### src/soc_config.svh
// Fixed 32-bit bus; windows must not overlap and each must fit the 12-bit APB offset
`ifndef SOC_CONFIG_SVH
`define SOC_CONFIG_SVH

// Bus widths
`define SOC_ADDR_WIDTH 32
`define SOC_DATA_WIDTH 32
`define SOC_SEL_WIDTH 4
`define SOC_APB_ADDR_WIDTH 12

// On-chip memory depth in words covering the whole memory window
`define SOC_L2_WORDS 1024

// Memory map
`define SOC_DRAM_BASE 32'h8000_0000
`define SOC_DRAM_LENGTH 32'h0000_1000
`define SOC_UART_BASE 32'hC000_0000
`define SOC_UART_LENGTH 32'h0000_1000
`define SOC_CTRL_BASE 32'hD000_0000
`define SOC_CTRL_LENGTH 32'h0000_1000

`endif

### src/soc_pkg.sv
// Shared enums and byte-merge helper; register offsets assume 32-bit words
`include "soc_config.svh"

package soc_pkg;

  // Decoder target select
  typedef enum logic [1:0] {
    TGT_L2,
    TGT_UART,
    TGT_CTRL,
    TGT_NONE
  } soc_target_e;

  // Control block word offsets
  typedef enum logic [`SOC_APB_ADDR_WIDTH-1:0] {
    REG_EXIT      = 12'h000,
    REG_HW_CNT_EN = 12'h004,
    REG_DRAM_BASE = 12'h008,
    REG_DRAM_END  = 12'h00C
  } ctrl_reg_e;

  // Bus-to-APB bridge states
  typedef enum logic [1:0] {
    APB_IDLE,
    APB_SETUP,
    APB_ACCESS,
    APB_DONE
  } apb_state_e;

  // Replace only the bytes whose select bit is set
  function automatic logic [`SOC_DATA_WIDTH-1:0] apply_sel(
    input logic [`SOC_DATA_WIDTH-1:0] old_word,
    input logic [`SOC_DATA_WIDTH-1:0] new_word,
    input logic [`SOC_SEL_WIDTH-1:0]  sel
  );
    logic [`SOC_DATA_WIDTH-1:0] merged;
    merged = old_word;
    for (int i = 0; i < `SOC_SEL_WIDTH; i++) begin
      if (sel[i]) merged[8*i +: 8] = new_word[8*i +: 8];
    end
    return merged;
  endfunction

endpackage

### src/wb_if.sv
// Wishbone classic, one transfer in flight; master holds requests until ack or err
`timescale 1ns/1ps
`include "soc_config.svh"

interface wb_if;

  logic                       cyc;
  logic                       stb;
  logic                       we;
  logic [`SOC_ADDR_WIDTH-1:0] adr;
  logic [`SOC_DATA_WIDTH-1:0] dat_w;
  logic [`SOC_SEL_WIDTH-1:0]  sel;
  logic [`SOC_DATA_WIDTH-1:0] dat_r;
  logic                       ack;
  logic                       err;

  modport master (
    output cyc, stb, we, adr, dat_w, sel,
    input  dat_r, ack, err
  );

  modport slave (
    input  cyc, stb, we, adr, dat_w, sel,
    output dat_r, ack, err
  );

endinterface

### src/uart_apb_bridge.sv
// One bus cycle becomes one APB transfer; whole words only, byte selects ignored
`timescale 1ns/1ps
`include "soc_config.svh"

module uart_apb_bridge import soc_pkg::*; (
  input  logic                           clk_i,
  input  logic                           rst_n_i,
  wb_if.slave                            bus,
  output logic                           uart_psel_o,
  output logic                           uart_penable_o,
  output logic                           uart_pwrite_o,
  output logic [`SOC_APB_ADDR_WIDTH-1:0] uart_paddr_o,
  output logic [`SOC_DATA_WIDTH-1:0]     uart_pwdata_o,
  input  logic [`SOC_DATA_WIDTH-1:0]     uart_prdata_i,
  input  logic                           uart_pready_i,
  input  logic                           uart_pslverr_i
);

  apb_state_e                     state_q;
  apb_state_e                     state_d;
  logic [`SOC_APB_ADDR_WIDTH-1:0] paddr_q;
  logic                           pwrite_q;
  logic [`SOC_DATA_WIDTH-1:0]     pwdata_q;
  logic [`SOC_DATA_WIDTH-1:0]     prdata_q;
  logic                           pslverr_q;

  ////////////////////////////////////////
  // Transfer FSM
  ////////////////////////////////////////

  always_comb begin
    state_d = state_q;
    case (state_q)
      APB_IDLE: begin
        if (bus.cyc && bus.stb) state_d = APB_SETUP;
      end
      APB_SETUP: state_d = APB_ACCESS;
      APB_ACCESS: begin
        // Wait states stretch ACCESS
        if (uart_pready_i) state_d = APB_DONE;
      end
      APB_DONE: state_d = APB_IDLE;
      default: state_d = APB_IDLE;
    endcase
  end

  always_ff @(posedge clk_i or negedge rst_n_i) begin
    if (!rst_n_i) begin
      state_q <= APB_IDLE;
    end else begin
      state_q <= state_d;
    end
  end

  // Request captured on entry to SETUP, response on the pready edge
  always_ff @(posedge clk_i) begin
    if (state_q == APB_IDLE && bus.cyc && bus.stb) begin
      paddr_q  <= bus.adr[`SOC_APB_ADDR_WIDTH-1:0];
      pwrite_q <= bus.we;
      pwdata_q <= bus.dat_w;
    end
    if (state_q == APB_ACCESS && uart_pready_i) begin
      prdata_q  <= uart_prdata_i;
      pslverr_q <= uart_pslverr_i;
    end
  end

  ////////////////////////////////////////
  // Outputs
  ////////////////////////////////////////

  assign uart_psel_o    = (state_q == APB_SETUP) || (state_q == APB_ACCESS);
  assign uart_penable_o = (state_q == APB_ACCESS);
  assign uart_pwrite_o  = pwrite_q;
  assign uart_paddr_o   = paddr_q;
  assign uart_pwdata_o  = pwdata_q;

  assign bus.dat_r = prdata_q;
  assign bus.ack   = (state_q == APB_DONE) & ~pslverr_q;
  assign bus.err   = (state_q == APB_DONE) & pslverr_q;

endmodule

### src/flat_wrapper.sv
// flat-port wrapper written by rule: the top's interface ports become plain ports
module uart_apb_bridge_flat import soc_pkg::*;
  (clk_i, rst_n_i, uart_psel_o, uart_penable_o, uart_pwrite_o, uart_paddr_o, uart_pwdata_o, uart_prdata_i, uart_pready_i, uart_pslverr_i, bus_cyc, bus_stb, bus_we, bus_adr, bus_dat_w, bus_sel, bus_dat_r, bus_ack, bus_err);
  wb_if bus_i ();
  input  logic clk_i;
  input  logic rst_n_i;
  output logic uart_psel_o;
  output logic uart_penable_o;
  output logic uart_pwrite_o;
  output logic [`SOC_APB_ADDR_WIDTH-1:0] uart_paddr_o;
  output logic [`SOC_DATA_WIDTH-1:0] uart_pwdata_o;
  input  logic [`SOC_DATA_WIDTH-1:0] uart_prdata_i;
  input  logic uart_pready_i;
  input  logic uart_pslverr_i;
  input wire logic [$bits(bus_i.cyc)-1:0] bus_cyc;
  input wire logic [$bits(bus_i.stb)-1:0] bus_stb;
  input wire logic [$bits(bus_i.we)-1:0] bus_we;
  input wire logic [$bits(bus_i.adr)-1:0] bus_adr;
  input wire logic [$bits(bus_i.dat_w)-1:0] bus_dat_w;
  input wire logic [$bits(bus_i.sel)-1:0] bus_sel;
  output wire logic [$bits(bus_i.dat_r)-1:0] bus_dat_r;
  output wire logic [$bits(bus_i.ack)-1:0] bus_ack;
  output wire logic [$bits(bus_i.err)-1:0] bus_err;
  assign bus_i.cyc = bus_cyc;
  assign bus_i.stb = bus_stb;
  assign bus_i.we = bus_we;
  assign bus_i.adr = bus_adr;
  assign bus_i.dat_w = bus_dat_w;
  assign bus_i.sel = bus_sel;
  assign bus_dat_r = bus_i.dat_r;
  assign bus_ack = bus_i.ack;
  assign bus_err = bus_i.err;
  uart_apb_bridge u_core (.clk_i(clk_i), .rst_n_i(rst_n_i), .bus(bus_i), .uart_psel_o(uart_psel_o), .uart_penable_o(uart_penable_o), .uart_pwrite_o(uart_pwrite_o), .uart_paddr_o(uart_paddr_o), .uart_pwdata_o(uart_pwdata_o), .uart_prdata_i(uart_prdata_i), .uart_pready_i(uart_pready_i), .uart_pslverr_i(uart_pslverr_i));
endmodule
### config.mk
export PLATFORM = sky130hd
export DESIGN_NAME = uart_apb_bridge_flat
export DESIGN_NICKNAME = d
export VERILOG_FILES = /design/src/soc_pkg.sv /design/src/wb_if.sv /design/src/uart_apb_bridge.sv /design/src/flat_wrapper.sv
export VERILOG_INCLUDE_DIRS = /design/src
export SDC_FILE = /design/constraint.sdc
export NUM_CORES = 1
export LEC_CHECK = 0
export ABC_AREA = 1
export BUFFER_PORTS_ARGS = -buffer_cell sky130_fd_sc_hd__buf_2
export CORE_MARGIN = 10
export CORE_UTILIZATION = 44
export CTS_BUF_LIST = sky130_fd_sc_hd__clkbuf_4 sky130_fd_sc_hd__clkbuf_8
export DETAILED_ROUTE_END_ITERATION = 10
export PLACE_DENSITY = 0.86
export SYNTH_ARGS = -nofsm -noshare
export SYNTH_HDL_FRONTEND = slang
export SYNTH_SLANG_ARGS = --single-unit
### constraint.sdc
create_clock -name clk_i -period 8.8 [get_ports clk_i]
set_input_delay 0.88 -clock clk_i [delete_from_list [all_inputs] [get_ports clk_i]]
set_output_delay 0.88 -clock clk_i [all_outputs]
set_load 0.1 [all_outputs]
==> impl_metrics.yaml <==
routing:
  wl_met3_um: 1120
  first_iter_violations: 68
  wl_um: 7130
  viasPerCell: 4.53
  route.met2.wl_um: 3340
  highest_layer: "met4"
  drc: 0
  first_pass_iters: 4
  m1WireLength_um: 2560
  antenna_left: 0
  vias: 1631
  wl_per_cell_um: 19.8
synthesis:
  synth-seq-area-share_pct: 94.1
  ys_seq_elements: 80
  avgSynthCellArea_um2: 23.5
  syn_area_mm2: 0.00254
  syn-num-nets: 219
  yosysWarnings: 0
  synthCells: 108
  ys_types: 8
power_and_ir_drop:
  finalPower_mw: 1.28
  power.density_mw_per_mm2: 347
  internal-power_mw: 0.704
  switchingPower_mw: 0.574
  ir_drop_uv: 209
  p_seq_share_pct: 38.8
  p_comb_share_pct: 38.7
  switching_share_pct: 44.9
  leakagePower_nw: 1.61
  power_frac_clock_pct: 22.5
clocking:
  cts_inserted_buffers: 9
  post_cts_resized: 0
  htreeDepth: 3
  clk_latency_ns: 0.34
  hold_buffers: 0
  cts_tree: "built"
  cts_buffer_depth: 2
  cts.sinks: 80
  postCtsSetupBuffers: 0
  clk_pin_slew_ns: 0.08
  clock-root-buffer: "clkbuf_8"
floorplan:
  row_count: 27
  die_x_um: 96.0
  dieArea_mm2: 0.00922
  io_pins: 188
  die-height_um: 96.0
  core_area_mm2: 0.00554
  start_util_pct: 45.9
min_path:
  hold_class: "in2async"
timing:
  relSlewSlack_pct: 24.5
  fmax_ghz: 0.413
  fin_crit_sh_pct: 27.5
  rsz0062_at_grt: "no"
  min_period_ns: 2.42
  fin_tns_setup_ns: 0
  final-hold-violation-count: 0
  finalSetupViolCount: 0
  finClkSkew_ns: 0.00802
  final_max_slew_viol_count: 0
  worstMarginPinSlew_ns: 1.13
worst_setup_path:
  crit_path_end_kind: "output port"
  crit_fanout: 4
  critPathKind: "reg2out"
  cp.required_ns: 7.92
  start_kind: "register"
  arrival_ns: 1.54
placement:
  port_buffers: 163
  gp_congestion: 0.838
  postPlaceCellArea_mm2: 0.00346
  place_hpwl_um: 5870
global_routing:
  track_usage_pct: 15.0
  antenna_found_initial: 0
  grt_pass1_vias: 1766
  grt-ovfl-total: 0
  grt_start_max_net_pins: 46
  grt_pass1_wl_um: 9920
run:
  maxCapViolations: 0
cells_and_area:
  layout-drive-gt1-share_pct: 63.9
  final_nets: 394
  fillCellCount: 418
  syn_to_final_growth_pct: 44.8
  final_cell_area_mm2: 0.00368
  diodes: 0
status:
  status: "completed"
==> metal layers <==
layer,up-vias,global-route usage [%]
li1,750,-
met1,752,15.3
met2,118,24.3
met3,11,8.33
met4,0,7.37
met5,-,0
==> path summary, 6_finish.rpt <==
path	from	end	slack, ns	cells past startpoint
max	u_core.state_q[1]	uart_psel_o	6.38	3
max in group asynchronous	rst_n_i	u_core.state_q[1]	8.39	1
min	rst_n_i	u_core.state_q[0]	0.31	1
max reg2reg	u_core.state_q[0]	u_core.uart_pwdata_o[1]	6.77	4
min reg2reg	u_core.state_q[0]	u_core.state_q[0]	0.51	2
min in group clk_i	u_core.state_q[0]	u_core.state_q[0]	0.51	2
==> synth_stat cells <==
library cell | count | area (um^2)
dfrtp_1 | 2 | 50.1
edfxtp_1 | 78 | 2340
ha_1 | 4 | 50.1
inv_1 | 9 | 33.8
nand2_1 | 8 | 30.0
nand2_2 | 3 | 18.8
nand3_1 | 2 | 10.0
nor2_1 | 2 | 7.51
==> layout by cell type, fill, tap and decap left out <==
cell,instances
clkinv_4,1
nand2_2,3
nand2_1,8
dfrtp_1,2
nand3_1,2
clkbuf_8,9
clkinvlp_4,1
buf_4,1
buf_2,163
edfxtp_1,78
nor2_4,1
clkinv_2,2
ha_1,4
inv_6,1
bufinv_16,2
inv_1,9
nor2_1,1
==> layout make-up <==
cell class	count	area [um^2]	area share, %
sequential	80	2390	65.0
multi-input combinational	19	124	3.36
inverter	9	33.8	0.917
clock buffer	9	124	3.36
clock inverter	7	95.1	2.58
tap	72	90.1	2.45
timing repair buffer	164	823	22.4
==> cell families (layout without fill, tap and decap cells) <==
| kind of cell | after synthesis | count (layout) | synth area share, % |
|---|---|---|---|
| flops | 80 | 80 | 94.1 |
| simple gates | 15 | 15 | 2.61 |
| fa+ha+maj | 4 | 4 | 1.97 |
| buf+inv | 9 | 189 | 1.33 |
==> worst max-delay path: stages (launching register included) <==
cell	delay, ns
dfrtp_1	0.40
inv_1	0.08
ha_1	0.29
buf_2	0.43
==> flip-flops by register name (all words and copies together), names as in the netlist <==
register / flops
u_core.bus.dat_r: 32
u_core.uart_pwdata_o: 32
u_core.uart_paddr_o: 12
u_core.state_q: 2
u_core.pslverr_q: 1
u_core.uart_pwrite_o: 1
==> metrics by stage <==
stage	hold slack (ns)	utilization, %	worst slack [ns]	cells
after CTS	0.289	66.5	6.35	360
final	0.309	66.5	6.38	360
after detailed placement	0.501	62.5	6.45	344
after floorplan	0.468	-	5.51	108
after global placement	0.492	62.5	6.47	344
after global routing	0.285	66.5	6.27	360
==> power groups by stage <==
stage	logic (mW)	clock network (mW)	registers, mW
after floorplan	0.128	0	0.794
after detailed placement	0.499	0	0.505
after global placement	0.495	0	0.502
final	0.495	0.287	0.496
after CTS	0.500	0.296	0.497
after global routing	0.516	0.312	0.502
Note: power is estimated with default switching activity, not from simulation.
