[src/soc_config.svh]
// Fixed 32-bit bus; windows must not overlap and each must fit the 12-bit APB offset
`ifndef SOC_CONFIG_SVH
`define SOC_CONFIG_SVH

// Bus widths
`define SOC_ADDR_WIDTH 32
`define SOC_DATA_WIDTH 32
`define SOC_SEL_WIDTH 4
`define SOC_APB_ADDR_WIDTH 12

// On-chip memory depth in words covering the whole memory window
`define SOC_L2_WORDS 1024

// Memory map
`define SOC_DRAM_BASE 32'h8000_0000
`define SOC_DRAM_LENGTH 32'h0000_1000
`define SOC_UART_BASE 32'hC000_0000
`define SOC_UART_LENGTH 32'h0000_1000
`define SOC_CTRL_BASE 32'hD000_0000
`define SOC_CTRL_LENGTH 32'h0000_1000

`endif

[src/soc_pkg.sv]
// Shared enums and byte-merge helper; register offsets assume 32-bit words
`include "soc_config.svh"

package soc_pkg;

  // Decoder target select
  typedef enum logic [1:0] {
    TGT_L2,
    TGT_UART,
    TGT_CTRL,
    TGT_NONE
  } soc_target_e;

  // Control block word offsets
  typedef enum logic [`SOC_APB_ADDR_WIDTH-1:0] {
    REG_EXIT      = 12'h000,
    REG_HW_CNT_EN = 12'h004,
    REG_DRAM_BASE = 12'h008,
    REG_DRAM_END  = 12'h00C
  } ctrl_reg_e;

  // Bus-to-APB bridge states
  typedef enum logic [1:0] {
    APB_IDLE,
    APB_SETUP,
    APB_ACCESS,
    APB_DONE
  } apb_state_e;

  // Replace only the bytes whose select bit is set
  function automatic logic [`SOC_DATA_WIDTH-1:0] apply_sel(
    input logic [`SOC_DATA_WIDTH-1:0] old_word,
    input logic [`SOC_DATA_WIDTH-1:0] new_word,
    input logic [`SOC_SEL_WIDTH-1:0]  sel
  );
    logic [`SOC_DATA_WIDTH-1:0] merged;
    merged = old_word;
    for (int i = 0; i < `SOC_SEL_WIDTH; i++) begin
      if (sel[i]) merged[8*i +: 8] = new_word[8*i +: 8];
    end
    return merged;
  endfunction

endpackage

[src/wb_if.sv]
// Wishbone classic, one transfer in flight; master holds requests until ack or err
`timescale 1ns/1ps
`include "soc_config.svh"

interface wb_if;

  logic                       cyc;
  logic                       stb;
  logic                       we;
  logic [`SOC_ADDR_WIDTH-1:0] adr;
  logic [`SOC_DATA_WIDTH-1:0] dat_w;
  logic [`SOC_SEL_WIDTH-1:0]  sel;
  logic [`SOC_DATA_WIDTH-1:0] dat_r;
  logic                       ack;
  logic                       err;

  modport master (
    output cyc, stb, we, adr, dat_w, sel,
    input  dat_r, ack, err
  );

  modport slave (
    input  cyc, stb, we, adr, dat_w, sel,
    output dat_r, ack, err
  );

endinterface

[src/ctrl_regs.sv]
// Exit and counter-enable registers plus read-only memory window bounds; other offsets err
`timescale 1ns/1ps
`include "soc_config.svh"

module ctrl_regs import soc_pkg::*; (
  input  logic                       clk_i,
  input  logic                       rst_n_i,
  wb_if.slave                        bus,
  output logic [`SOC_DATA_WIDTH-1:0] exit_o,
  output logic [`SOC_DATA_WIDTH-1:0] hw_cnt_en_o
);

  ctrl_reg_e                  reg_sel;
  logic                       reg_hit;
  logic                       req_new;
  logic                       ack_q;
  logic                       err_q;
  logic [`SOC_DATA_WIDTH-1:0] exit_q;
  logic [`SOC_DATA_WIDTH-1:0] hw_cnt_en_q;
  logic [`SOC_DATA_WIDTH-1:0] rdata_q;

  assign reg_sel = ctrl_reg_e'(bus.adr[`SOC_APB_ADDR_WIDTH-1:0]);
  assign reg_hit = reg_sel inside {REG_EXIT, REG_HW_CNT_EN, REG_DRAM_BASE, REG_DRAM_END};
  assign req_new = bus.cyc & bus.stb & ~ack_q & ~err_q;

  always_ff @(posedge clk_i or negedge rst_n_i) begin
    if (!rst_n_i) begin
      ack_q       <= 1'b0;
      err_q       <= 1'b0;
      exit_q      <= '0;
      hw_cnt_en_q <= '0;
    end else begin
      ack_q <= req_new & reg_hit;
      err_q <= req_new & ~reg_hit;
      if (req_new && bus.we) begin
        // Window bound registers swallow writes
        case (reg_sel)
          REG_EXIT:      exit_q      <= apply_sel(exit_q, bus.dat_w, bus.sel);
          REG_HW_CNT_EN: hw_cnt_en_q <= apply_sel(hw_cnt_en_q, bus.dat_w, bus.sel);
          default: ;
        endcase
      end
    end
  end

  always_ff @(posedge clk_i) begin
    if (req_new) begin
      case (reg_sel)
        REG_EXIT:      rdata_q <= exit_q;
        REG_HW_CNT_EN: rdata_q <= hw_cnt_en_q;
        REG_DRAM_BASE: rdata_q <= `SOC_DRAM_BASE;
        REG_DRAM_END:  rdata_q <= `SOC_DRAM_BASE + `SOC_DRAM_LENGTH;
        default:       rdata_q <= '0;
      endcase
    end
  end

  assign bus.dat_r   = rdata_q;
  assign bus.ack     = ack_q;
  assign bus.err     = err_q;
  assign exit_o      = exit_q;
  assign hw_cnt_en_o = hw_cnt_en_q;

endmodule

[src/flat_wrapper.sv]
// flat-port wrapper written by rule: the top's interface ports become plain ports
module ctrl_regs_flat import soc_pkg::*;
  (clk_i, rst_n_i, exit_o, hw_cnt_en_o, bus_cyc, bus_stb, bus_we, bus_adr, bus_dat_w, bus_sel, bus_dat_r, bus_ack, bus_err);
  wb_if bus_i ();
  input  logic clk_i;
  input  logic rst_n_i;
  output logic [`SOC_DATA_WIDTH-1:0] exit_o;
  output logic [`SOC_DATA_WIDTH-1:0] hw_cnt_en_o;
  input wire logic [$bits(bus_i.cyc)-1:0] bus_cyc;
  input wire logic [$bits(bus_i.stb)-1:0] bus_stb;
  input wire logic [$bits(bus_i.we)-1:0] bus_we;
  input wire logic [$bits(bus_i.adr)-1:0] bus_adr;
  input wire logic [$bits(bus_i.dat_w)-1:0] bus_dat_w;
  input wire logic [$bits(bus_i.sel)-1:0] bus_sel;
  output wire logic [$bits(bus_i.dat_r)-1:0] bus_dat_r;
  output wire logic [$bits(bus_i.ack)-1:0] bus_ack;
  output wire logic [$bits(bus_i.err)-1:0] bus_err;
  assign bus_i.cyc = bus_cyc;
  assign bus_i.stb = bus_stb;
  assign bus_i.we = bus_we;
  assign bus_i.adr = bus_adr;
  assign bus_i.dat_w = bus_dat_w;
  assign bus_i.sel = bus_sel;
  assign bus_dat_r = bus_i.dat_r;
  assign bus_ack = bus_i.ack;
  assign bus_err = bus_i.err;
  ctrl_regs u_core (.clk_i(clk_i), .rst_n_i(rst_n_i), .bus(bus_i), .exit_o(exit_o), .hw_cnt_en_o(hw_cnt_en_o));
endmodule
[config.mk]
export PLATFORM = sky130hd
export DESIGN_NAME = ctrl_regs_flat
export DESIGN_NICKNAME = d
export VERILOG_FILES = /design/src/soc_pkg.sv /design/src/wb_if.sv /design/src/ctrl_regs.sv /design/src/flat_wrapper.sv
export VERILOG_INCLUDE_DIRS = /design/src
export SDC_FILE = /design/constraint.sdc
export NUM_CORES = 1
export LEC_CHECK = 0
export BUFFER_PORTS_ARGS = -buffer_cell sky130_fd_sc_hd__buf_2
export CAP_MARGIN = 20
export CORE_AREA = 8 8 127 129
export CTS_CLUSTER_DIAMETER = 60
export DETAILED_ROUTE_END_ITERATION = 8
export DIE_AREA = 0 0 135 137
export PLACE_DENSITY = 0.49
export SLEW_MARGIN = 20
export SYNTH_ARGS = -nofsm -noshare
export SYNTH_HDL_FRONTEND = slang
export SYNTH_SLANG_ARGS = --single-unit
[constraint.sdc]
create_clock -name clk_i -period 6.8 [get_ports clk_i]
set_clock_uncertainty 0.2 [all_clocks]
set_input_delay 0.68 -clock clk_i [delete_from_list [all_inputs] [get_ports clk_i]]
set_output_delay 0.68 -clock clk_i [all_outputs]
set_load 0.005 [all_outputs]
==> results of run 1 <==
per-stage QoR:
step	hold WS, ps	std cells	power, mW	utilization, %
floorplan	184	264	0.640	-
global placement	310	591	0.680	35.0
detailed placement	313	592	0.681	35.1
CTS	331	608	1.15	36.9
global route	353	608	1.17	36.9
finish	327	608	1.13	36.9
state kept, by name, indices dropped and copies added (netlist names):
signal,count
u_core.exit_o,32
u_core.hw_cnt_en_o,32
u_core.bus.ack,1
u_core.bus.dat_r,32
u_core.bus.err,1
cells in the mapped netlist (all sizes together), types with 2 or more instances:
library cell  instances  area share, %
nand2                 2           0.19
a22oi                30            5.7
nor3                  9            3.4
nand3                 4           0.50
and2                  2           0.31
edfxtp               32             24
nor4                  3           0.47
nor2b                 2           0.31
clkbuf                6           0.57
dfrtp                66             41
buf                   6           0.82
nor2                 31            2.9
mux2                 64             18
layout by cell type, fill, tap and decap left out:
cell type and count:
dfrtp_1 66, and2_1 2, o21ai_0 1, nand2_1 1, nor3_4 8, nor4bb_4 1
nor4_1 2, clkinv_2 3, nor2b_1 2, buf_2 150, clkinv_1 1, or3_1 1
or3b_2 1, nor3_1 1, mux2_2 64, clkbuf_1 1, nor4_2 1, a211oi_1 1
nand2_4 1, nand3_1 4, a22oi_1 30, nor2_1 31, clkinvlp_4 2, clkbuf_16 9
nand2b_1 1, a21oi_1 1, edfxtp_1 32, buf_4 6
routing by layer:
metal	global-route usage [%]	up-vias
li1	-	1295
met1	14.2	1401
met2	20.6	96
met3	6.28	13
met4	4.07	2
met5	0	-
cell families (layout without fill, tap and decap cells):
kind of cell,Yosys count,in the layout,synth area share (%)
buffers and inverters,12,172,1.38
and+or+nand+nor,57,57,8.89
DFF,98,98,65.6
muxes,64,64,18.1
AOI/OAI and AO/OA,33,33,6.09
worst max-delay path, cell delays in order:
cell and delay (ps):
buf_2 100, nor4_1 470, nand2_4 480, nor3_4 650, mux2_2 400
area by class of cell:
cell class	instances	area, sq um	area share [%]
timing repair buffer	156	796	15.2
sequential	98	2610	49.8
multi-input combinational	154	1350	25.7
clock inverter	6	33.8	0.644
tap	184	230	4.39
clock buffer	10	229	4.36
power by group:
part	internal [mW]	total [mW]	leakage (nW)	switching [mW]
Sequential	0.615	0.617	1.23	0.00203
Clock	0.245	0.463	0.126	0.219
Combinational	0.0191	0.0506	1.26	0.0316
worst paths after layout:
check                                         endpoint  slack (ps)  cells after the start
worst min register to register       u_core.exit_o[31]         330                      1
min in group clk_i                   u_core.exit_o[31]         330                      1
worst min-delay path            u_core.hw_cnt_en_o[31]         330                      2
worst max register to register       u_core.exit_o[14]        4360                      4
worst max-delay path                 u_core.exit_o[14]        4010                      5
max in group asynchronous       u_core.hw_cnt_en_o[21]        5510                      2
==> flow_summary.json, run 1 <==
{
  "syn_avg_cell_area_sq_um": 15.1,
  "antenna_found_initial": 1,
  "setup_viol": 0,
  "die_w_um": 135,
  "synthCells": 264,
  "synth_area_sq_um": 3990,
  "tns_ps": 0,
  "met1Wirelength_mm": 4.63,
  "cp.required_ps": 6830,
  "ir_worst_vdd_mv": 0.102,
  "rsz0062_at_grt": "false",
  "crit_path_end_kind": "flop",
  "cts_tree": "built",
  "num_rows": 44,
  "grt_pass1_vias": 3169,
  "cts_resized": 0,
  "grt.total_usage_pct": 12.6,
  "place_congestion": 0.682,
  "nFillCells": 1428,
  "placed_cell_area_sq_um": 4980,
  "post-place-ws_ps": 3630,
  "clkTransAtPathRegs_ps": 70,
  "syn_to_final_growth_pct": 31.7,
  "via_count": 2807,
  "cts_buffers": 9,
  "grt_overflow_total": 0,
  "design_area_sq_um": 5250,
  "dp_hpwl_mm": 8.12,
  "power.density_nw_per_um2": 216,
  "synth_cell_types": 23,
  "ctsHtreeMaxLevel": 3,
  "slew_viol_final": 0,
  "viasPerCell": 4.62,
  "met2_length_mm": 5.56,
  "critical_path_class": "input pin to flop",
  "arrival_ps": 2810,
  "fmax_ghz": 0.359,
  "reg2reg_from": "u_core.bus.ack",
  "wl_met3_mm": 1.07,
  "drtIter0Drc": 119,
  "cts_buffer_depth": 2,
  "ys_seq_area_share_pct": 65.6,
  "layout_setup_ws_ps": 4010,
  "drive_gt1_share_pct": 58.0,
  "syn_nets": 337,
  "drtPass1Iterations": 4,
  "initial_utilization_pct": 28.1,
  "cp-start-kind": "input pin",
  "topRoutingLayerUsed": "met5",
  "max_cap_violations": 0,
  "insertedDiodeCount": 0,
  "io_pins": 171,
  "clk_latency_ps": 350,
  "ant_nets": 0,
  "tightest_slew_ps": 868,
  "hp-class": "input pin to asynchronous set/reset pin",
  "dieArea_sq_um": 18500,
  "synth-seq-cells": 98,
  "synth_top_flop_cell": "dfrtp_1",
  "grt_max_degree": 67,
  "core_sq_um": 14200,
  "route.detailed.drc": 0,
  "path_max_fanout": 39,
  "hold_violations": 0,
  "wire_per_inst_um": 18.8,
  "cts_setup_buffers": 0,
  "timing.final.crit_share_pct": 41.0,
  "port_buffers": 150,
  "yosys_warnings": 0,
  "cts_hold_buf": 0,
  "grt_pass1_wl_mm": 17.7,
  "maxSlewHeadroom_pct": 42.1,
  "dieHeight_um": 137,
  "outcome": "complete, no violations",
  "fin_nets": 492,
  "ys_async_sr_fraction_pct": 67.3,
  "cellLeakagePower_nw": 2.62,
  "clock-root-buffer": "clkbuf_16",
  "wirelength_mm": 11.4,
  "cts.sinks": 98,
  "fin_crit_ps": 2790,
  "synth_edf_count": 32,
  "startpoint": "bus_adr[9]"
}
Note: power is estimated with default switching activity, not from simulation.
==> run 2: changes to the inputs <==
--- a/config.mk
+++ b/config.mk
@@ -6,13 +6,14 @@
 export SDC_FILE = /design/constraint.sdc
 export NUM_CORES = 1
 export LEC_CHECK = 0
+export ABC_AREA = 1
 export BUFFER_PORTS_ARGS = -buffer_cell sky130_fd_sc_hd__buf_2
 export CAP_MARGIN = 20
-export CORE_AREA = 8 8 127 129
+export CORE_AREA = 8 8 133 135
 export CTS_CLUSTER_DIAMETER = 60
 export DETAILED_ROUTE_END_ITERATION = 8
-export DIE_AREA = 0 0 135 137
-export PLACE_DENSITY = 0.49
+export DIE_AREA = 0 0 141 143
+export PLACE_DENSITY = 0.5
 export SLEW_MARGIN = 20
 export SYNTH_ARGS = -nofsm -noshare
 export SYNTH_HDL_FRONTEND = slang
==> constraint.sdc (replaced) <==
create_clock -name clk_i -period 2.3 [get_ports clk_i]
set_clock_uncertainty 0.2 [all_clocks]
set_input_delay 0.23 -clock clk_i [delete_from_list [all_inputs] [get_ports clk_i]]
set_output_delay 0.23 -clock clk_i [all_outputs]
set_load 0.005 [all_outputs]
==> run 2 against run 1 <==
  * First-iteration DRC count rose by 120%
  * Clock-buffer cell count down 1
  * Critical path depth increased by 4
  * Global-route usage increased by 1.2 points
  * Utilization up 1.8 points
  * Clock power rose to 3.4 times the previous value
  * Routed wire length is 21% higher
  * Worst hold slack got worse by 310 ps
  * Sequential cell count did not move
  * Via count up 42%
  * Die area up 9.0%
  * Critical path type unchanged
==> flow_summary.json, run 2 <==
{
  "outcome": "complete, no violations",
  "ir_worst_vdd_mv": 0.330,
  "muxShareOfSynthArea_pct": 0,
  "synthCells": 463,
  "grt_overflow_total": 0,
  "grt_pass1_vias": 3957,
  "initial_utilization_pct": 28.4,
  "synth_area_leader_cell": "dfrtp_1",
  "cts_buffers": 9,
  "dp_hpwl_mm": 9.58,
  "synth_top_family_by_area": "simple AND/OR/NAND/NOR gates",
  "synth-compound-area-share_pct": 0.113,
  "port_buffers": 150,
  "path_max_fanout": 52,
  "cts_buffer_depth": 2,
  "syn_to_final_growth_pct": 36.6,
  "final-instance-count-excl-fill": 863,
  "power.density_nw_per_um2": 599,
  "arrival_ps": 2030,
  "grt_pass1_wl_mm": 21.9,
  "synth_edf_count": 32,
  "slew_viol_final": 0,
  "synth_area_sq_um": 4430,
  "ys_async_sr_fraction_pct": 67.3,
  "synthTopCellsByArea": "dfrtp_1, edfxtp_1, nand2_1",
  "multiInputGateArea_sq_um": 1550,
  "dieArea_sq_um": 20200,
  "hold_violations": 0,
  "drive_gt1_share_pct": 30.9,
  "syn_avg_cell_area_sq_um": 9.56,
  "maxSlewHeadroom_pct": 73.0,
  "final_common_cell": "nand2_1",
  "place_congestion": 0.784,
  "grt_max_degree": 69,
  "route.detailed.drc": 0,
  "cp.required_ps": 2340,
  "num_rows": 46,
  "critical_path_class": "input pin to flop",
  "seq_area_sq_um": 2610,
  "wire_per_inst_um": 16.0,
  "clkTransAtPathRegs_ps": 70,
  "crit_path_end_kind": "flop",
  "clk_latency_ps": 350,
  "fin_crit_ps": 1990,
  "grt.total_usage_pct": 13.9,
  "timing.final.crit_share_pct": 86.7,
  "hp-class": "input pin to flop",
  "netlist.area_leader.share_pct": 37.3,
  "tns_ps": 0,
  "wirelength_mm": 13.8,
  "ant_nets": 0,
  "insertedDiodeCount": 0,
  "core_sq_um": 15600,
  "post-place-ws_ps": 454,
  "rsz0062_at_grt": "false",
  "ys_seq_area_share_pct": 59.0,
  "via_count": 3996,
  "io_pins": 171,
  "clock-root-buffer": "clkbuf_16",
  "viasPerCell": 4.63,
  "synth-seq-cells": 98,
  "die_w_um": 141,
  "drtIter0Drc": 260,
  "synth_xor_area_share_pct": 0,
  "tightest_slew_ps": 404,
  "antenna_found_initial": 0,
  "setup_viol": 0,
  "cts.sinks": 98,
  "cellLeakagePower_nw": 3.19,
  "syn_nets": 536,
  "drtPass1Iterations": 4,
  "placed_cells": 813,
  "max_cap_violations": 0,
  "fmax_ghz": 0.502,
  "cp-start-kind": "input pin",
  "synth_most_common_cell": "nand2_1",
  "layout_common_cells": "nand2_1, buf_2, dfrtp_1, nand4_1, nand3_1",
  "synth_cell_types": 16,
  "fin_nets": 715,
  "nFillCells": 1586,
  "synth-adder-area-share_pct": 0,
  "synthTopCellsByCount": "nand2_1, dfrtp_1, nand4_1",
  "synth_top_flop_cell": "dfrtp_1",
  "ctsHtreeMaxLevel": 3,
  "yosys_warnings": 0,
  "synth-simple-area-share_pct": 34.9,
  "dieHeight_um": 143,
  "cts_tree": "built",
  "layout_setup_ws_ps": 306
}
-- run 2: cell types whose count changed after synthesis, sizes merged, moves of 6 or more --
| cell | delta |
|---|---|
| nand4 | +64 |
| clkbuf | -6 |
| nand3 | +67 |
| mux2 | -64 |
| nor2 | -13 |
| nand2 | +167 |
| nor3 | -9 |
| inv | +9 |
| a22oi | -30 |
| buf | +26 |
-- run 2: routing by layer --
| layer | up-vias | wire length, um | global-route usage (%) | part of all wire (%) |
|---|---|---|---|---|
| met2 | 119 | 6710 | 22.8 | 49 |
| met3 | 20 | 727 | 3.17 | 5.3 |
| met1 | 1903 | 6080 | 16.9 | 44 |
| met4 | 0 | 300 | 6.62 | 2.2 |
| met5 | - | 0 | 0 | 0 |
| li1 | 1954 | - | - | - |
-- run 2: stage by stage --
step	cell area (sq um)	total power [mW]	util, %	hold WS, ps
finish	6050	3.62	38.8	18.3
floorplan	4430	1.92	-	-266
CTS	6050	3.67	38.8	6.88
detailed placement	5400	2.05	34.6	73.2
global placement	5400	2.05	34.6	68.4
global route	6050	3.77	38.8	26.0
-- run 2: final timing paths --
| kind | end | depth (start not counted) | slack (ps) | start |
|---|---|---|---|---|
| hold / removal | u_core.bus.err | 3 | 20 | bus_adr[1] |
| min in group asynchronous | u_core.bus.err | 3 | 220 | rst_n_i |
| hold reg to reg | u_core.exit_o[19] | 2 | 290 | u_core.exit_o[19] |
| setup reg to reg | u_core.hw_cnt_en_o[10] | 6 | 420 | u_core.bus.ack |
| setup / recovery | u_core.exit_o[18] | 9 | 310 | bus_adr[0] |
| max in group asynchronous | u_core.hw_cnt_en_o[9] | 3 | 1360 | rst_n_i |
-- run 2: report_power, final --
part / switching [mW] / internal, mW
Clock: 0.715 / 0.854
Sequential: 0.00536 / 1.82
Combinational: 0.128 / 0.103
Total: 0.848 / 2.77
-- run 2: final cells by class --
type | count | share of cell area, %
clock buffer | 9 | 3.72
multi-input combinational | 324 | 25.6
timing repair buffer | 200 | 21.1
inverter | 9 | 0.559
clock inverter | 7 | 1.30
tap | 216 | 4.47
sequential | 98 | 43.2
-- run 2: kinds of logic after synthesis --
| family | after synthesis |
|---|---|
| AO/OA/AOI/OAI | 1 |
| AND/OR/NAND/NOR | 323 |
| buffers and inverters | 41 |
| flip-flops | 98 |
-- run 2: timing repair --
item | CTS | global route
hold endpoints to repair | 131 | 0
gates resized for setup | 0 | 0
buffers inserted | 0 | 0
hold buffers | 34 | 0
-- run 2: worst max-delay path: stages --
cell,delay [ps]
dlygate4sd3_1,530
buf_2,130
nor2_4,140
nand2_1,130
nor2_4,130
buf_12,260
nand3_2,270
nand2_1,130
nand2_1,50
