## src/soc_config.svh

```systemverilog
// Fixed 32-bit bus; windows must not overlap and each must fit the 12-bit APB offset
`ifndef SOC_CONFIG_SVH
`define SOC_CONFIG_SVH

// Bus widths
`define SOC_ADDR_WIDTH 32
`define SOC_DATA_WIDTH 32
`define SOC_SEL_WIDTH 4
`define SOC_APB_ADDR_WIDTH 12

// On-chip memory depth in words covering the whole memory window
`define SOC_L2_WORDS 1024

// Memory map
`define SOC_DRAM_BASE 32'h8000_0000
`define SOC_DRAM_LENGTH 32'h0000_1000
`define SOC_UART_BASE 32'hC000_0000
`define SOC_UART_LENGTH 32'h0000_1000
`define SOC_CTRL_BASE 32'hD000_0000
`define SOC_CTRL_LENGTH 32'h0000_1000

`endif

```

## src/soc_pkg.sv

```systemverilog
// Shared enums and byte-merge helper; register offsets assume 32-bit words
`include "soc_config.svh"

package soc_pkg;

  // Decoder target select
  typedef enum logic [1:0] {
    TGT_L2,
    TGT_UART,
    TGT_CTRL,
    TGT_NONE
  } soc_target_e;

  // Control block word offsets
  typedef enum logic [`SOC_APB_ADDR_WIDTH-1:0] {
    REG_EXIT      = 12'h000,
    REG_HW_CNT_EN = 12'h004,
    REG_DRAM_BASE = 12'h008,
    REG_DRAM_END  = 12'h00C
  } ctrl_reg_e;

  // Bus-to-APB bridge states
  typedef enum logic [1:0] {
    APB_IDLE,
    APB_SETUP,
    APB_ACCESS,
    APB_DONE
  } apb_state_e;

  // Replace only the bytes whose select bit is set
  function automatic logic [`SOC_DATA_WIDTH-1:0] apply_sel(
    input logic [`SOC_DATA_WIDTH-1:0] old_word,
    input logic [`SOC_DATA_WIDTH-1:0] new_word,
    input logic [`SOC_SEL_WIDTH-1:0]  sel
  );
    logic [`SOC_DATA_WIDTH-1:0] merged;
    merged = old_word;
    for (int i = 0; i < `SOC_SEL_WIDTH; i++) begin
      if (sel[i]) merged[8*i +: 8] = new_word[8*i +: 8];
    end
    return merged;
  endfunction

endpackage

```

## src/wb_if.sv

```systemverilog
// Wishbone classic, one transfer in flight; master holds requests until ack or err
`timescale 1ns/1ps
`include "soc_config.svh"

interface wb_if;

  logic                       cyc;
  logic                       stb;
  logic                       we;
  logic [`SOC_ADDR_WIDTH-1:0] adr;
  logic [`SOC_DATA_WIDTH-1:0] dat_w;
  logic [`SOC_SEL_WIDTH-1:0]  sel;
  logic [`SOC_DATA_WIDTH-1:0] dat_r;
  logic                       ack;
  logic                       err;

  modport master (
    output cyc, stb, we, adr, dat_w, sel,
    input  dat_r, ack, err
  );

  modport slave (
    input  cyc, stb, we, adr, dat_w, sel,
    output dat_r, ack, err
  );

endinterface

```

## src/soc_decoder.sv

```systemverilog
// Single-master decoder; targets see window offsets, unmapped addresses end with err
`timescale 1ns/1ps
`include "soc_config.svh"

module soc_decoder import soc_pkg::*; (
  input  logic                       clk_i,
  input  logic                       rst_n_i,
  input  logic                       wb_cyc_i,
  input  logic                       wb_stb_i,
  input  logic                       wb_we_i,
  input  logic [`SOC_ADDR_WIDTH-1:0] wb_adr_i,
  input  logic [`SOC_DATA_WIDTH-1:0] wb_dat_i,
  input  logic [`SOC_SEL_WIDTH-1:0]  wb_sel_i,
  output logic [`SOC_DATA_WIDTH-1:0] wb_dat_o,
  output logic                       wb_ack_o,
  output logic                       wb_err_o,
  wb_if.master                       l2_bus,
  wb_if.master                       uart_bus,
  wb_if.master                       ctrl_bus
);

  soc_target_e                tgt;
  logic [`SOC_ADDR_WIDTH-1:0] win_offset;
  logic                       none_err_q;

  ////////////////////////////////////////
  // Address classification
  ////////////////////////////////////////

  always_comb begin
    tgt        = TGT_NONE;
    win_offset = '0;
    if (wb_adr_i >= `SOC_DRAM_BASE && wb_adr_i - `SOC_DRAM_BASE < `SOC_DRAM_LENGTH) begin
      tgt        = TGT_L2;
      win_offset = wb_adr_i - `SOC_DRAM_BASE;
    end else if (wb_adr_i >= `SOC_UART_BASE &&
                 wb_adr_i - `SOC_UART_BASE < `SOC_UART_LENGTH) begin
      tgt        = TGT_UART;
      win_offset = wb_adr_i - `SOC_UART_BASE;
    end else if (wb_adr_i >= `SOC_CTRL_BASE &&
                 wb_adr_i - `SOC_CTRL_BASE < `SOC_CTRL_LENGTH) begin
      tgt        = TGT_CTRL;
      win_offset = wb_adr_i - `SOC_CTRL_BASE;
    end
  end

  // Only the selected target sees cyc and stb
  assign l2_bus.cyc   = wb_cyc_i & (tgt == TGT_L2);
  assign l2_bus.stb   = wb_stb_i & (tgt == TGT_L2);
  assign uart_bus.cyc = wb_cyc_i & (tgt == TGT_UART);
  assign uart_bus.stb = wb_stb_i & (tgt == TGT_UART);
  assign ctrl_bus.cyc = wb_cyc_i & (tgt == TGT_CTRL);
  assign ctrl_bus.stb = wb_stb_i & (tgt == TGT_CTRL);

  assign l2_bus.we     = wb_we_i;
  assign l2_bus.adr    = win_offset;
  assign l2_bus.dat_w  = wb_dat_i;
  assign l2_bus.sel    = wb_sel_i;
  assign uart_bus.we    = wb_we_i;
  assign uart_bus.adr   = win_offset;
  assign uart_bus.dat_w = wb_dat_i;
  assign uart_bus.sel   = wb_sel_i;
  assign ctrl_bus.we    = wb_we_i;
  assign ctrl_bus.adr   = win_offset;
  assign ctrl_bus.dat_w = wb_dat_i;
  assign ctrl_bus.sel   = wb_sel_i;

  // Unmapped cycle ends with err one cycle after stb and never twice in a row
  always_ff @(posedge clk_i or negedge rst_n_i) begin
    if (!rst_n_i) begin
      none_err_q <= 1'b0;
    end else begin
      none_err_q <= wb_cyc_i & wb_stb_i & (tgt == TGT_NONE) & ~none_err_q;
    end
  end

  ////////////////////////////////////////
  // Response return
  ////////////////////////////////////////

  always_comb begin
    case (tgt)
      TGT_L2: begin
        wb_dat_o = l2_bus.dat_r;
        wb_ack_o = l2_bus.ack;
        wb_err_o = l2_bus.err;
      end
      TGT_UART: begin
        wb_dat_o = uart_bus.dat_r;
        wb_ack_o = uart_bus.ack;
        wb_err_o = uart_bus.err;
      end
      TGT_CTRL: begin
        wb_dat_o = ctrl_bus.dat_r;
        wb_ack_o = ctrl_bus.ack;
        wb_err_o = ctrl_bus.err;
      end
      default: begin
        wb_dat_o = '0;
        wb_ack_o = 1'b0;
        wb_err_o = none_err_q;
      end
    endcase
  end

endmodule

```

## src/flat_wrapper.sv

```systemverilog
// flat-port wrapper written by rule: the top's interface ports become plain ports
module soc_decoder_flat import soc_pkg::*;
  (clk_i, rst_n_i, wb_cyc_i, wb_stb_i, wb_we_i, wb_adr_i, wb_dat_i, wb_sel_i, wb_dat_o, wb_ack_o, wb_err_o, l2_bus_cyc, l2_bus_stb, l2_bus_we, l2_bus_adr, l2_bus_dat_w, l2_bus_sel, l2_bus_dat_r, l2_bus_ack, l2_bus_err, uart_bus_cyc, uart_bus_stb, uart_bus_we, uart_bus_adr, uart_bus_dat_w, uart_bus_sel, uart_bus_dat_r, uart_bus_ack, uart_bus_err, ctrl_bus_cyc, ctrl_bus_stb, ctrl_bus_we, ctrl_bus_adr, ctrl_bus_dat_w, ctrl_bus_sel, ctrl_bus_dat_r, ctrl_bus_ack, ctrl_bus_err);
  wb_if l2_bus_i ();
  wb_if uart_bus_i ();
  wb_if ctrl_bus_i ();
  input  logic clk_i;
  input  logic rst_n_i;
  input  logic wb_cyc_i;
  input  logic wb_stb_i;
  input  logic wb_we_i;
  input  logic [`SOC_ADDR_WIDTH-1:0] wb_adr_i;
  input  logic [`SOC_DATA_WIDTH-1:0] wb_dat_i;
  input  logic [`SOC_SEL_WIDTH-1:0] wb_sel_i;
  output logic [`SOC_DATA_WIDTH-1:0] wb_dat_o;
  output logic wb_ack_o;
  output logic wb_err_o;
  output wire logic [$bits(l2_bus_i.cyc)-1:0] l2_bus_cyc;
  output wire logic [$bits(l2_bus_i.stb)-1:0] l2_bus_stb;
  output wire logic [$bits(l2_bus_i.we)-1:0] l2_bus_we;
  output wire logic [$bits(l2_bus_i.adr)-1:0] l2_bus_adr;
  output wire logic [$bits(l2_bus_i.dat_w)-1:0] l2_bus_dat_w;
  output wire logic [$bits(l2_bus_i.sel)-1:0] l2_bus_sel;
  input wire logic [$bits(l2_bus_i.dat_r)-1:0] l2_bus_dat_r;
  input wire logic [$bits(l2_bus_i.ack)-1:0] l2_bus_ack;
  input wire logic [$bits(l2_bus_i.err)-1:0] l2_bus_err;
  output wire logic [$bits(uart_bus_i.cyc)-1:0] uart_bus_cyc;
  output wire logic [$bits(uart_bus_i.stb)-1:0] uart_bus_stb;
  output wire logic [$bits(uart_bus_i.we)-1:0] uart_bus_we;
  output wire logic [$bits(uart_bus_i.adr)-1:0] uart_bus_adr;
  output wire logic [$bits(uart_bus_i.dat_w)-1:0] uart_bus_dat_w;
  output wire logic [$bits(uart_bus_i.sel)-1:0] uart_bus_sel;
  input wire logic [$bits(uart_bus_i.dat_r)-1:0] uart_bus_dat_r;
  input wire logic [$bits(uart_bus_i.ack)-1:0] uart_bus_ack;
  input wire logic [$bits(uart_bus_i.err)-1:0] uart_bus_err;
  output wire logic [$bits(ctrl_bus_i.cyc)-1:0] ctrl_bus_cyc;
  output wire logic [$bits(ctrl_bus_i.stb)-1:0] ctrl_bus_stb;
  output wire logic [$bits(ctrl_bus_i.we)-1:0] ctrl_bus_we;
  output wire logic [$bits(ctrl_bus_i.adr)-1:0] ctrl_bus_adr;
  output wire logic [$bits(ctrl_bus_i.dat_w)-1:0] ctrl_bus_dat_w;
  output wire logic [$bits(ctrl_bus_i.sel)-1:0] ctrl_bus_sel;
  input wire logic [$bits(ctrl_bus_i.dat_r)-1:0] ctrl_bus_dat_r;
  input wire logic [$bits(ctrl_bus_i.ack)-1:0] ctrl_bus_ack;
  input wire logic [$bits(ctrl_bus_i.err)-1:0] ctrl_bus_err;
  assign l2_bus_cyc = l2_bus_i.cyc;
  assign l2_bus_stb = l2_bus_i.stb;
  assign l2_bus_we = l2_bus_i.we;
  assign l2_bus_adr = l2_bus_i.adr;
  assign l2_bus_dat_w = l2_bus_i.dat_w;
  assign l2_bus_sel = l2_bus_i.sel;
  assign l2_bus_i.dat_r = l2_bus_dat_r;
  assign l2_bus_i.ack = l2_bus_ack;
  assign l2_bus_i.err = l2_bus_err;
  assign uart_bus_cyc = uart_bus_i.cyc;
  assign uart_bus_stb = uart_bus_i.stb;
  assign uart_bus_we = uart_bus_i.we;
  assign uart_bus_adr = uart_bus_i.adr;
  assign uart_bus_dat_w = uart_bus_i.dat_w;
  assign uart_bus_sel = uart_bus_i.sel;
  assign uart_bus_i.dat_r = uart_bus_dat_r;
  assign uart_bus_i.ack = uart_bus_ack;
  assign uart_bus_i.err = uart_bus_err;
  assign ctrl_bus_cyc = ctrl_bus_i.cyc;
  assign ctrl_bus_stb = ctrl_bus_i.stb;
  assign ctrl_bus_we = ctrl_bus_i.we;
  assign ctrl_bus_adr = ctrl_bus_i.adr;
  assign ctrl_bus_dat_w = ctrl_bus_i.dat_w;
  assign ctrl_bus_sel = ctrl_bus_i.sel;
  assign ctrl_bus_i.dat_r = ctrl_bus_dat_r;
  assign ctrl_bus_i.ack = ctrl_bus_ack;
  assign ctrl_bus_i.err = ctrl_bus_err;
  soc_decoder u_core (.clk_i(clk_i), .rst_n_i(rst_n_i), .wb_cyc_i(wb_cyc_i), .wb_stb_i(wb_stb_i), .wb_we_i(wb_we_i), .wb_adr_i(wb_adr_i), .wb_dat_i(wb_dat_i), .wb_sel_i(wb_sel_i), .wb_dat_o(wb_dat_o), .wb_ack_o(wb_ack_o), .wb_err_o(wb_err_o), .l2_bus(l2_bus_i), .uart_bus(uart_bus_i), .ctrl_bus(ctrl_bus_i));
endmodule
```

## config.mk

```make
export PLATFORM = sky130hd
export DESIGN_NAME = soc_decoder_flat
export DESIGN_NICKNAME = d
export VERILOG_FILES = /design/src/soc_pkg.sv /design/src/wb_if.sv /design/src/soc_decoder.sv /design/src/flat_wrapper.sv
export VERILOG_INCLUDE_DIRS = /design/src
export SDC_FILE = /design/constraint.sdc
export NUM_CORES = 1
export LEC_CHECK = 0
export ABC_AREA = 1
export ABC_CLOCK_PERIOD_IN_PS = 1690
export BUFFER_PORTS_ARGS = -buffer_cell sky130_fd_sc_hd__buf_2
export CORE_AREA = 3 3 161 163
export CTS_BUF_LIST = sky130_fd_sc_hd__clkbuf_4 sky130_fd_sc_hd__clkbuf_8
export DETAILED_ROUTE_END_ITERATION = 8
export DIE_AREA = 0 0 164 166
export GPL_ROUTABILITY_DRIVEN = 0
export PLACE_DENSITY_LB_ADDON = 0.12
export SYNTH_ARGS = -nofsm -noshare
export SYNTH_HDL_FRONTEND = slang
export SYNTH_SLANG_ARGS = --single-unit
```

## constraint.sdc

```tcl
create_clock -name clk_i -period 1.69 [get_ports clk_i]
set_clock_uncertainty 0.15 [all_clocks]
set_input_delay 0.0845 -clock clk_i [delete_from_list [all_inputs] [get_ports clk_i]]
set_output_delay 0.0845 -clock clk_i [all_outputs]
set_load 0.05 [all_outputs]
```

==> impl_metrics.toml, run 1 <==
[worst_setup_path]
arrival_ns = 1.77
crit_path_max_fanout = 6
critPathKind = "input pin to primary output"
path_cells = "buf_8 -> inv_8 -> ha_4 -> inv_2 -> nand2_2 -> nand2_2 -> nor3_2 -> nand4_1 -> nor2_4 -> nand2_4 -> nor2_8 -> buf_6 -> buf_16 -> nand2_2 -> nand3_4 -> buf_8"
crit_required_ns = 1.46
cp_num_buf_inv = 6
cp-end-kind = "primary output"
crit_path_frequent_cell = "nand2_2"
crit_family = "simple AND/OR/NAND/NOR gates"
cp_slowest_cell = "nor2_4"
start_kind = "input pin"
cpPeakStageDelay_ns = 0.16

[routing]
wl_per_cell_um = 14.69
ant_nets = 0
drtPass1Iterations = 4
wirelength_um = 14690
drc_errors = 0
via_per_inst = 3.507
drt_iter0_drc = 55
vias = 3507

[global_route]
antenna_found_initial = 2
grt_pass1_vias = 3690
grt.total_usage_pct = 9.839
grt_max_degree = 16
grt_overflow = 0
grt_pass1_wl_um = 21400

[status]
status = "finished, violations left"
violations = "setup timing"

[die]
die_x_um = 164
chipHeight_um = 166
rows = 57
core_um2 = 24460
die-area_um2 = 27220
start_util_pct = 13.14
pin_count = 422

[final_layout]
final_cell_mix = "buf_2, buf_8, buf_6"
area_delta_synth_final_pct = 120.2
largest_reg_flops = 1
nets = 857
top_regs = "u_core.none_err_q (1)"
drive_above_1_share_pct = 87.98
layout_commonest_cell = "buf_2"
num-fill-cells = 2590
regMostFlops = "u_core.none_err_q"

[timing]
layout_setup_ws_ns = -0.3142
setup_violations = 137
relSlewSlack_pct = 81.85
whs_ns = 0.01904
timing.final.crit_share_pct = 118.6
final_hold_viol_count = 0
report.final.slew_viol_count = 0
tightest_slew_ns = 0.2719
period_needed_ns = 2.004
rsz0062_at_grt = "true"
fmax_ghz = 0.4990

[yosys]
synth_area_per_cell_um2 = 6.560
ys_ff_latch = 1
synth.distinct_cells = 29
syn-num-nets = 671
synthCells = 490
synth_area_um2 = 3214
ys_seq_area_share_pct = 0.7785
ys.warnings.count = 0

[place]
dp_hpwl_um = 12170
detailedPlace.worstSlack_ns = -0.5528
buffer_ports.inserted = 273

[power_and_ir_drop]
swShare_pct = 55.92
p_comb_share_pct = 98.3
seqPwrFrac_pct = 1.7
power_mw = 1.606
p_leak_nw = 3.517
p_per_area_nw_per_um2 = 226.8
p_int_mw = 0.7078
ir_worst_vdd_uv = 149.4
power.switching_mw = 0.8980
p_clk_share_pct = 0

[hold_path]
hold_class = "input pin to primary output"

[run]
cap_violations = 0

[clock_network]
clkLatencyLatePin_ns = 0
cell usage after synthesis:
cell	count	area, um2
buf_4	175	1314
nand2_2	72	450.4
nand2_1	71	266.5
nor2_1	46	172.7
inv_1	30	112.6
nand3_2	30	300.3
inv_2	10	37.54
nand3_1	7	35.03
ha_1	6	75.07
nand4_1	5	31.28
nor2_2	5	31.28
buf_12	4	80.08
nor2_4	4	45.04
buf_2	3	15.01
buf_6	3	33.78
nand2_4	3	33.78
o21ai_0	3	15.01
nor2_8	2	40.04
a21oi_2	1	8.760
clkbuf_8	1	13.76
clkinv_8	1	16.27
dfrtp_1	1	25.02
inv_4	1	6.260
nand3_4	1	17.52
nor3_1	1	5.000
nor3_2	1	10.01
o21ai_2	1	8.760
o21bai_1	1	7.510
o22ai_1	1	6.260
power groups by stage:
stage	registers, mW	clock network, mW	logic (mW)
3_5_place_dp	0.0275	0	1.12
2_1_floorplan	0.0264	0	1.51
4_1_cts	0.0277	0	1.47
5_1_grt	0.0283	0.0000000792	1.66
6_report	0.0279	0.000000158	1.58
3_3_place_gp	0.0272	0	1.13
cell type report:
type,count,area [um2],share of cell area [%]
multi-input combinational,261,2615,36.94
timing repair buffer,369,3750,52.97
antenna,2,5.005,0.07070
timing repair inverter,1,30.03,0.4242
inverter,42,249.0,3.517
tap,324,405.4,5.726
sequential,1,25.02,0.3535
routing by layer:
layer,GRT usage [%],vias to the layer above,wire (um),part of all wire [%]
met4,0.4413,0,71,0.48
li1,-,1685,-,-
met2,20.32,224,8416,57
met1,10.14,1590,4711,32
met5,0,-,0,0
met3,2.569,8,1486,10
cells by family (layout without fill, tap and decap cells):
group,count (synthesis),after routing,share of synthesized area [%]
simple gates,248,248,44.76
other cells,0,2,0
buf+inv,228,412,50.68
fa+ha+maj,6,6,2.335
flops,1,1,0.7784
compound gates,7,7,1.440
final timing paths:
check / endpoint / depth (start not counted) / slack (ns) / from
setup / recovery: wb_dat_o[10] / 16 / -0.31 / wb_adr_i[29]
min in group asynchronous: u_core.none_err_q / 2 / 0.25 / rst_n_i
setup reg to reg: u_core.none_err_q / 1 / 0.95 / u_core.none_err_q
hold reg to reg: u_core.none_err_q / 1 / 0.34 / u_core.none_err_q
max in group asynchronous: u_core.none_err_q / 2 / 1.06 / rst_n_i
hold / removal: ctrl_bus_dat_w[18] / 0 / 0.02 / wb_dat_i[18]
per-stage QoR:
step                setup TNS, ns  utilization (%)  std cells  cell area [um2]
floorplan                  -30.21                -        490             3901
global placement           -59.35            18.85        960             4612
detailed placement         -59.34            18.85        960             4612
CTS                        -38.80            26.29        988             6431
global route               -48.85            28.93        999             7077
finish                     -34.03            28.94       1000             7079
timing repair:
action	CTS	global route
resized for setup	428	131
hold buffers	1	0
endpoints found under the setup margin	137	137
pin swaps	35	39
setup buffers	21	14
gates cloned	6	2
endpoints found under the hold margin	1	0
Note: power is estimated with default switching activity, not from simulation.
==> run 2: changes to the inputs <==
--- a/config.mk
+++ b/config.mk
@@ -15,6 +15,7 @@
 export DIE_AREA = 0 0 164 166
 export GPL_ROUTABILITY_DRIVEN = 0
 export PLACE_DENSITY_LB_ADDON = 0.12
+export SKIP_LAST_GASP = 1
 export SYNTH_ARGS = -nofsm -noshare
 export SYNTH_HDL_FRONTEND = slang
 export SYNTH_SLANG_ARGS = --single-unit
==> run 2 against run 1 <==
The run still ends with setup timing left; flip-flop and latch count unchanged; power increased by 0.21%; cell area increased by 0.42%; setup slack got worse by 0.014 ns; worst hold slack unchanged; sequential share of layout area about the same; first-iteration DRC count unchanged; critical endpoint is now wb_dat_o[5]; via count increased by 0.40%; global-route usage decreased by 0.067 points; combinational power about the same; critical path type unchanged.
==> impl_metrics.toml, run 2 (synthesis results as in run 1) <==
[status]
status = "finished, violations left"
violations = "setup timing"

[final_layout]
design_area_um2 = 7109
largest_reg_flops = 1
nets = 859
layout_commonest_cell = "buf_2"
fin_util_pct = 29.06
final_cell_mix = "buf_2, buf_8, buf_6"
top_regs = "u_core.none_err_q (1)"
final-seq-area_um2 = 25.02
area_delta_synth_final_pct = 121.2
num-fill-cells = 2589
multi_input_area_um2 = 2595
drive_above_1_share_pct = 86.54
regMostFlops = "u_core.none_err_q"

[die]
start_util_pct = 13.14
core_um2 = 24460
rows = 57
pin_count = 422
die-area_um2 = 27220
die_x_um = 164
chipHeight_um = 166

[routing]
ant_nets = 0
drc_errors = 0
drt_iter0_drc = 55
wirelength_um = 14930
via_per_inst = 3.514
drtPass1Iterations = 4
vias = 3521
wl_per_cell_um = 14.90

[power_and_ir_drop]
seqPwrFrac_pct = 1.7
p_comb_share_pct = 98.3
power.switching_mw = 0.8985
p_int_mw = 0.7107
ir_worst_vdd_uv = 149.4
p_clk_share_pct = 0
p_per_area_nw_per_um2 = 226.3
swShare_pct = 55.83
p_leak_nw = 3.540

[worst_setup_path]
crit_path_max_fanout = 7
r2r_end = "u_core.none_err_q"
r2r_cells = 1
start_kind = "input pin"
crit_required_ns = 1.46
cp-end-kind = "primary output"
arrival_ns = 1.78
critPathKind = "input pin to primary output"
ff2ff_setup_slack_ns = 0.95
rr_startpoint = "u_core.none_err_q"

[timing]
fmax_ghz = 0.4954
timing.final.crit_share_pct = 119.4
tightest_slew_ns = 0.2783
rsz0062_at_grt = "true"
period_needed_ns = 2.018
layout_setup_ws_ns = -0.3284
setup_violations = 137
relSlewSlack_pct = 81.43
final_hold_viol_count = 0
finalSetupTns_ns = -34.77
report.final.slew_viol_count = 0

[hold_path]
hold_class = "input pin to primary output"
min_from = "wb_dat_i[18]"
whs_path_depth = 0
worstHoldEndpoint = "ctrl_bus_dat_w[18]"

[global_route]
grt_max_degree = 16
grt_pass1_vias = 3645
grt.total_usage_pct = 9.773
grt_pass1_wl_um = 21240
antenna_found_initial = 2
grt_overflow = 0

[place]
place_area_um2 = 4612
dp_hpwl_um = 12170
buffer_ports.inserted = 273
detailedPlace.worstSlack_ns = -0.5528

[clock_network]
clkLatencyLatePin_ns = 0

[run]
cap_violations = 0
-- run 2: changes by cell type in the layout (fill, tap and decap cells not counted) --
cell and change:
buf_2 -1, buf_4 -2, buf_6 +4, clkbuf_16 +1
nand2_1 +10, nand2_2 -11, nand2_4 +1
-- run 2: how the worst max path moves through the flow --
| stage | slack (ns) | endpoint | cells after the start | start |
|---|---|---|---|---|
| 2_1_floorplan | -0.44 | l2_bus_adr[10] | 14 | wb_adr_i[30] |
| 5_1_grt | -0.43 | wb_dat_o[9] | 15 | wb_adr_i[22] |
| 4_1_cts | -0.36 | wb_dat_o[23] | 14 | wb_adr_i[28] |
| 3_5_place_dp | -0.55 | wb_dat_o[24] | 14 | wb_adr_i[29] |
| 6_report | -0.33 | wb_dat_o[5] | 14 | wb_adr_i[30] |
| 3_3_place_gp | -0.55 | wb_dat_o[7] | 14 | wb_adr_i[29] |
-- run 2: metrics by stage --
step / std cells / hold slack, ns / power, mW
floorplan: 490 / -0.3611 / 1.534
global placement: 960 / -0.2867 / 1.155
detailed placement: 960 / -0.2863 / 1.152
CTS: 988 / 0.01965 / 1.473
global route: 1001 / 0.01926 / 1.693
finish: 1002 / 0.01904 / 1.609
-- run 2: worst max-delay path: stages --
cell	delay (ns)
buf_6	0.10
inv_2	0.05
buf_4	0.15
ha_2	0.19
nand2_2	0.08
a21oi_4	0.04
nand2_4	0.14
clkinv_8	0.10
nor2_8	0.24
buf_12	0.15
clkbuf_16	0.16
nand2_2	0.06
nand3_4	0.08
buf_8	0.14
-- run 2: area by class of cell --
type | count | area share [%]
Multi-Input combinational cell | 261 | 36.50
Timing Repair Buffer | 371 | 53.45
Timing Repair inverter | 1 | 0.4224
Sequential cell | 1 | 0.3520
Antenna cell | 2 | 0.07040
Inverter | 42 | 3.502
Tap cell | 324 | 5.702
-- run 2: metal layers --
metal / global-route usage (%) / share of wire (%) / vias to the layer above
li1: - / - / 1690
met1: 10.05 / 33 / 1600
met2: 20.23 / 57 / 223
met3: 2.519 / 10 / 8
met4: 0.4413 / 0.48 / 0
met5: 0 / 0 / -
-- run 2: timing repair --
item | CTS | global route
resized for setup | 399 | 160
setup endpoints to repair | 137 | 137
hold buffers | 1 | 0
pin swaps | 35 | 41
endpoints found under the hold margin | 1 | 0
setup buffers | 21 | 16
cloned | 6 | 3
-- run 2: power groups by stage --
stage	clock (mW)	combinational, mW	sequential, mW
3_5_place_dp	0	1.12	0.0275
4_1_cts	0	1.45	0.0275
3_3_place_gp	0	1.13	0.0272
2_1_floorplan	0	1.51	0.0264
5_1_grt	0.0000000792	1.66	0.0283
6_report	0.000000158	1.58	0.0279
==> run 3: changes to the inputs <==
--- a/config.mk
+++ b/config.mk
@@ -14,7 +14,6 @@
 export DETAILED_ROUTE_END_ITERATION = 8
 export DIE_AREA = 0 0 164 166
 export GPL_ROUTABILITY_DRIVEN = 0
-export PLACE_DENSITY_LB_ADDON = 0.12
 export SKIP_LAST_GASP = 1
 export SYNTH_ARGS = -nofsm -noshare
 export SYNTH_HDL_FRONTEND = slang
==> run 3 against run 2 <==
The flow still finishes with violations (setup timing); fmax shrank 2.5%; critical path depth grew 2; via count shrank 1.7%; sequential share of layout area is essentially flat; first-iteration DRC count grew 25%; highest routed layer is now met5.
==> impl_metrics.toml, run 3 (synthesis results as in run 1) <==
[power_and_ir_drop]
ir_worst_vdd_uv = 93.47
p_comb_share_pct = 98.2
seqPwrFrac_pct = 1.8
power.switching_mw = 0.8786
swShare_pct = 56.05
p_leak_nw = 3.274
p_per_area_nw_per_um2 = 234.9
p_int_mw = 0.6888
p_clk_share_pct = 0
power_mw = 1.567

[global_route]
grt.total_usage_pct = 8.925
antenna_found_initial = 4
grt_pass1_vias = 3460
grt_max_degree = 21
grt_overflow = 0
grt_pass1_wl_um = 19330

[worst_setup_path]
cp_num_buf_inv = 7
cp_slowest_cell = "buf_12"
r2r_end = "u_core.none_err_q"
rr_startpoint = "u_core.none_err_q"
critPathKind = "input pin to primary output"
crit_family = "buffers and inverters"
r2r_cells = 1
crit_path_max_fanout = 14
path_cells = "buf_8 -> inv_8 -> buf_4 -> ha_4 -> nand2_4 -> nor2_1 -> nand2_1 -> o21ai_4 -> nand2_4 -> clkinv_8 -> buf_12 -> nor2_8 -> buf_12 -> nand2_1 -> nand3_4 -> buf_6"
ff2ff_setup_slack_ns = 0.97
start_kind = "input pin"
cpPeakStageDelay_ns = 0.18
cp-end-kind = "primary output"
crit_required_ns = 1.46
arrival_ns = 1.83

[final_layout]
final-seq-area_um2 = 25.02
num-fill-cells = 2574
layout_commonest_cell = "buf_2"
area_delta_synth_final_pct = 107.6
nets = 837
drive_above_1_share_pct = 84.25
largest_reg_flops = 1
fin_util_pct = 27.27
final_cells = 978
multi_input_area_um2 = 2421
top_regs = "u_core.none_err_q (1)"
regMostFlops = "u_core.none_err_q"
diodes = 0
final_cell_mix = "buf_2, buf_6, buf_8"

[timing]
fmax_ghz = 0.4832
layout_setup_ws_ns = -0.3794
period_needed_ns = 2.069
report.final.slew_viol_count = 0
final_hold_viol_count = 0
setup_violations = 135
timing.final.crit_share_pct = 122.5
rsz0062_at_grt = "true"
tightest_slew_ns = 0.2581
relSlewSlack_pct = 82.78
finalSetupTns_ns = -39.41

[routing]
wirelength_um = 13940
ant_nets = 0
drc_errors = 0
vias = 3460
wl_met2_um = 7743
drt_iter0_drc = 69
wl_per_cell_um = 14.26
met3_wirelength_um = 1453
via_per_inst = 3.538
route.top_layer_used = "met5"
drtPass1Iterations = 4
wl_met1_um = 4304

[hold_path]
whs_path_depth = 0
min_from = "wb_dat_i[23]"
hold_class = "input pin to primary output"
worstHoldEndpoint = "ctrl_bus_dat_w[23]"

[clock_network]
clkLatencyLatePin_ns = 0

[die]
start_util_pct = 13.14
die_x_um = 164
pin_count = 422
chipHeight_um = 166
rows = 57
core_um2 = 24460
die-area_um2 = 27220

[status]
violations = "setup timing"
status = "finished, violations left"

[place]
dp_cells = 946
dp_hpwl_um = 10710
buffer_ports.inserted = 273
detailedPlace.worstSlack_ns = -0.5139

[run]
cap_violations = 0
[run 3: cell count changes in the layout (fill, tap and decap cells not counted), sizes merged]
cell,delta
inv,+1
clkinv,-1
diode,-2
buf,-21
clkbuf,-1
[run 3: final cells by class]
class	instances	area share (%)
flip-flops and latches	1	0.3751
inverters	42	3.957
repair buffers	349	53.06
well taps	324	6.077
multi-input cells	261	36.29
repair inverters	1	0.2438
[run 3: what timing repair did]
item,4_1_cts,5_1_grt
hold endpoints to repair,1,0
resized for setup,406,101
hold buffers,1,0
pin swaps,37,20
cloned,3,2
buffers inserted,22,6
endpoints found under the setup margin,137,137
[run 3: through the flow]
step	hold WS [ns]	instance area (um2)
final	0.01903	6671
after global routing	0.01909	6671
after CTS	0.01965	6171
after detailed placement	-0.2890	4472
after global placement	-0.2882	4472
after floorplan	-0.3611	3901
[run 3: metal layers]
metal / up-vias / global-route usage [%]
met5: - / 0
met4: 8 / 2.280
met3: 47 / 2.918
met2: 197 / 17.20
met1: 1563 / 9.106
li1: 1645 / -
[run 3: worst max-delay path by stage]
stage / start / endpoint / cells after the start / slack, ns
2_1_floorplan: wb_adr_i[30] / l2_bus_adr[10] / 14 / -0.44
3_3_place_gp: wb_adr_i[30] / uart_bus_adr[0] / 15 / -0.52
3_5_place_dp: wb_adr_i[30] / ctrl_bus_adr[1] / 15 / -0.51
4_1_cts: wb_adr_i[28] / wb_dat_o[26] / 16 / -0.32
5_1_grt: wb_adr_i[29] / wb_dat_o[4] / 16 / -0.49
6_report: wb_adr_i[29] / wb_dat_o[4] / 16 / -0.38
[run 3: power groups by stage]
stage	Clock [mW]	Sequential, mW	Combinational (mW)
floorplan	0	0.0264	1.51
global placement	0	0.0265	1.08
detailed placement	0	0.0266	1.09
CTS	0	0.0269	1.45
global route	0	0.0278	1.62
finish	0	0.0274	1.54
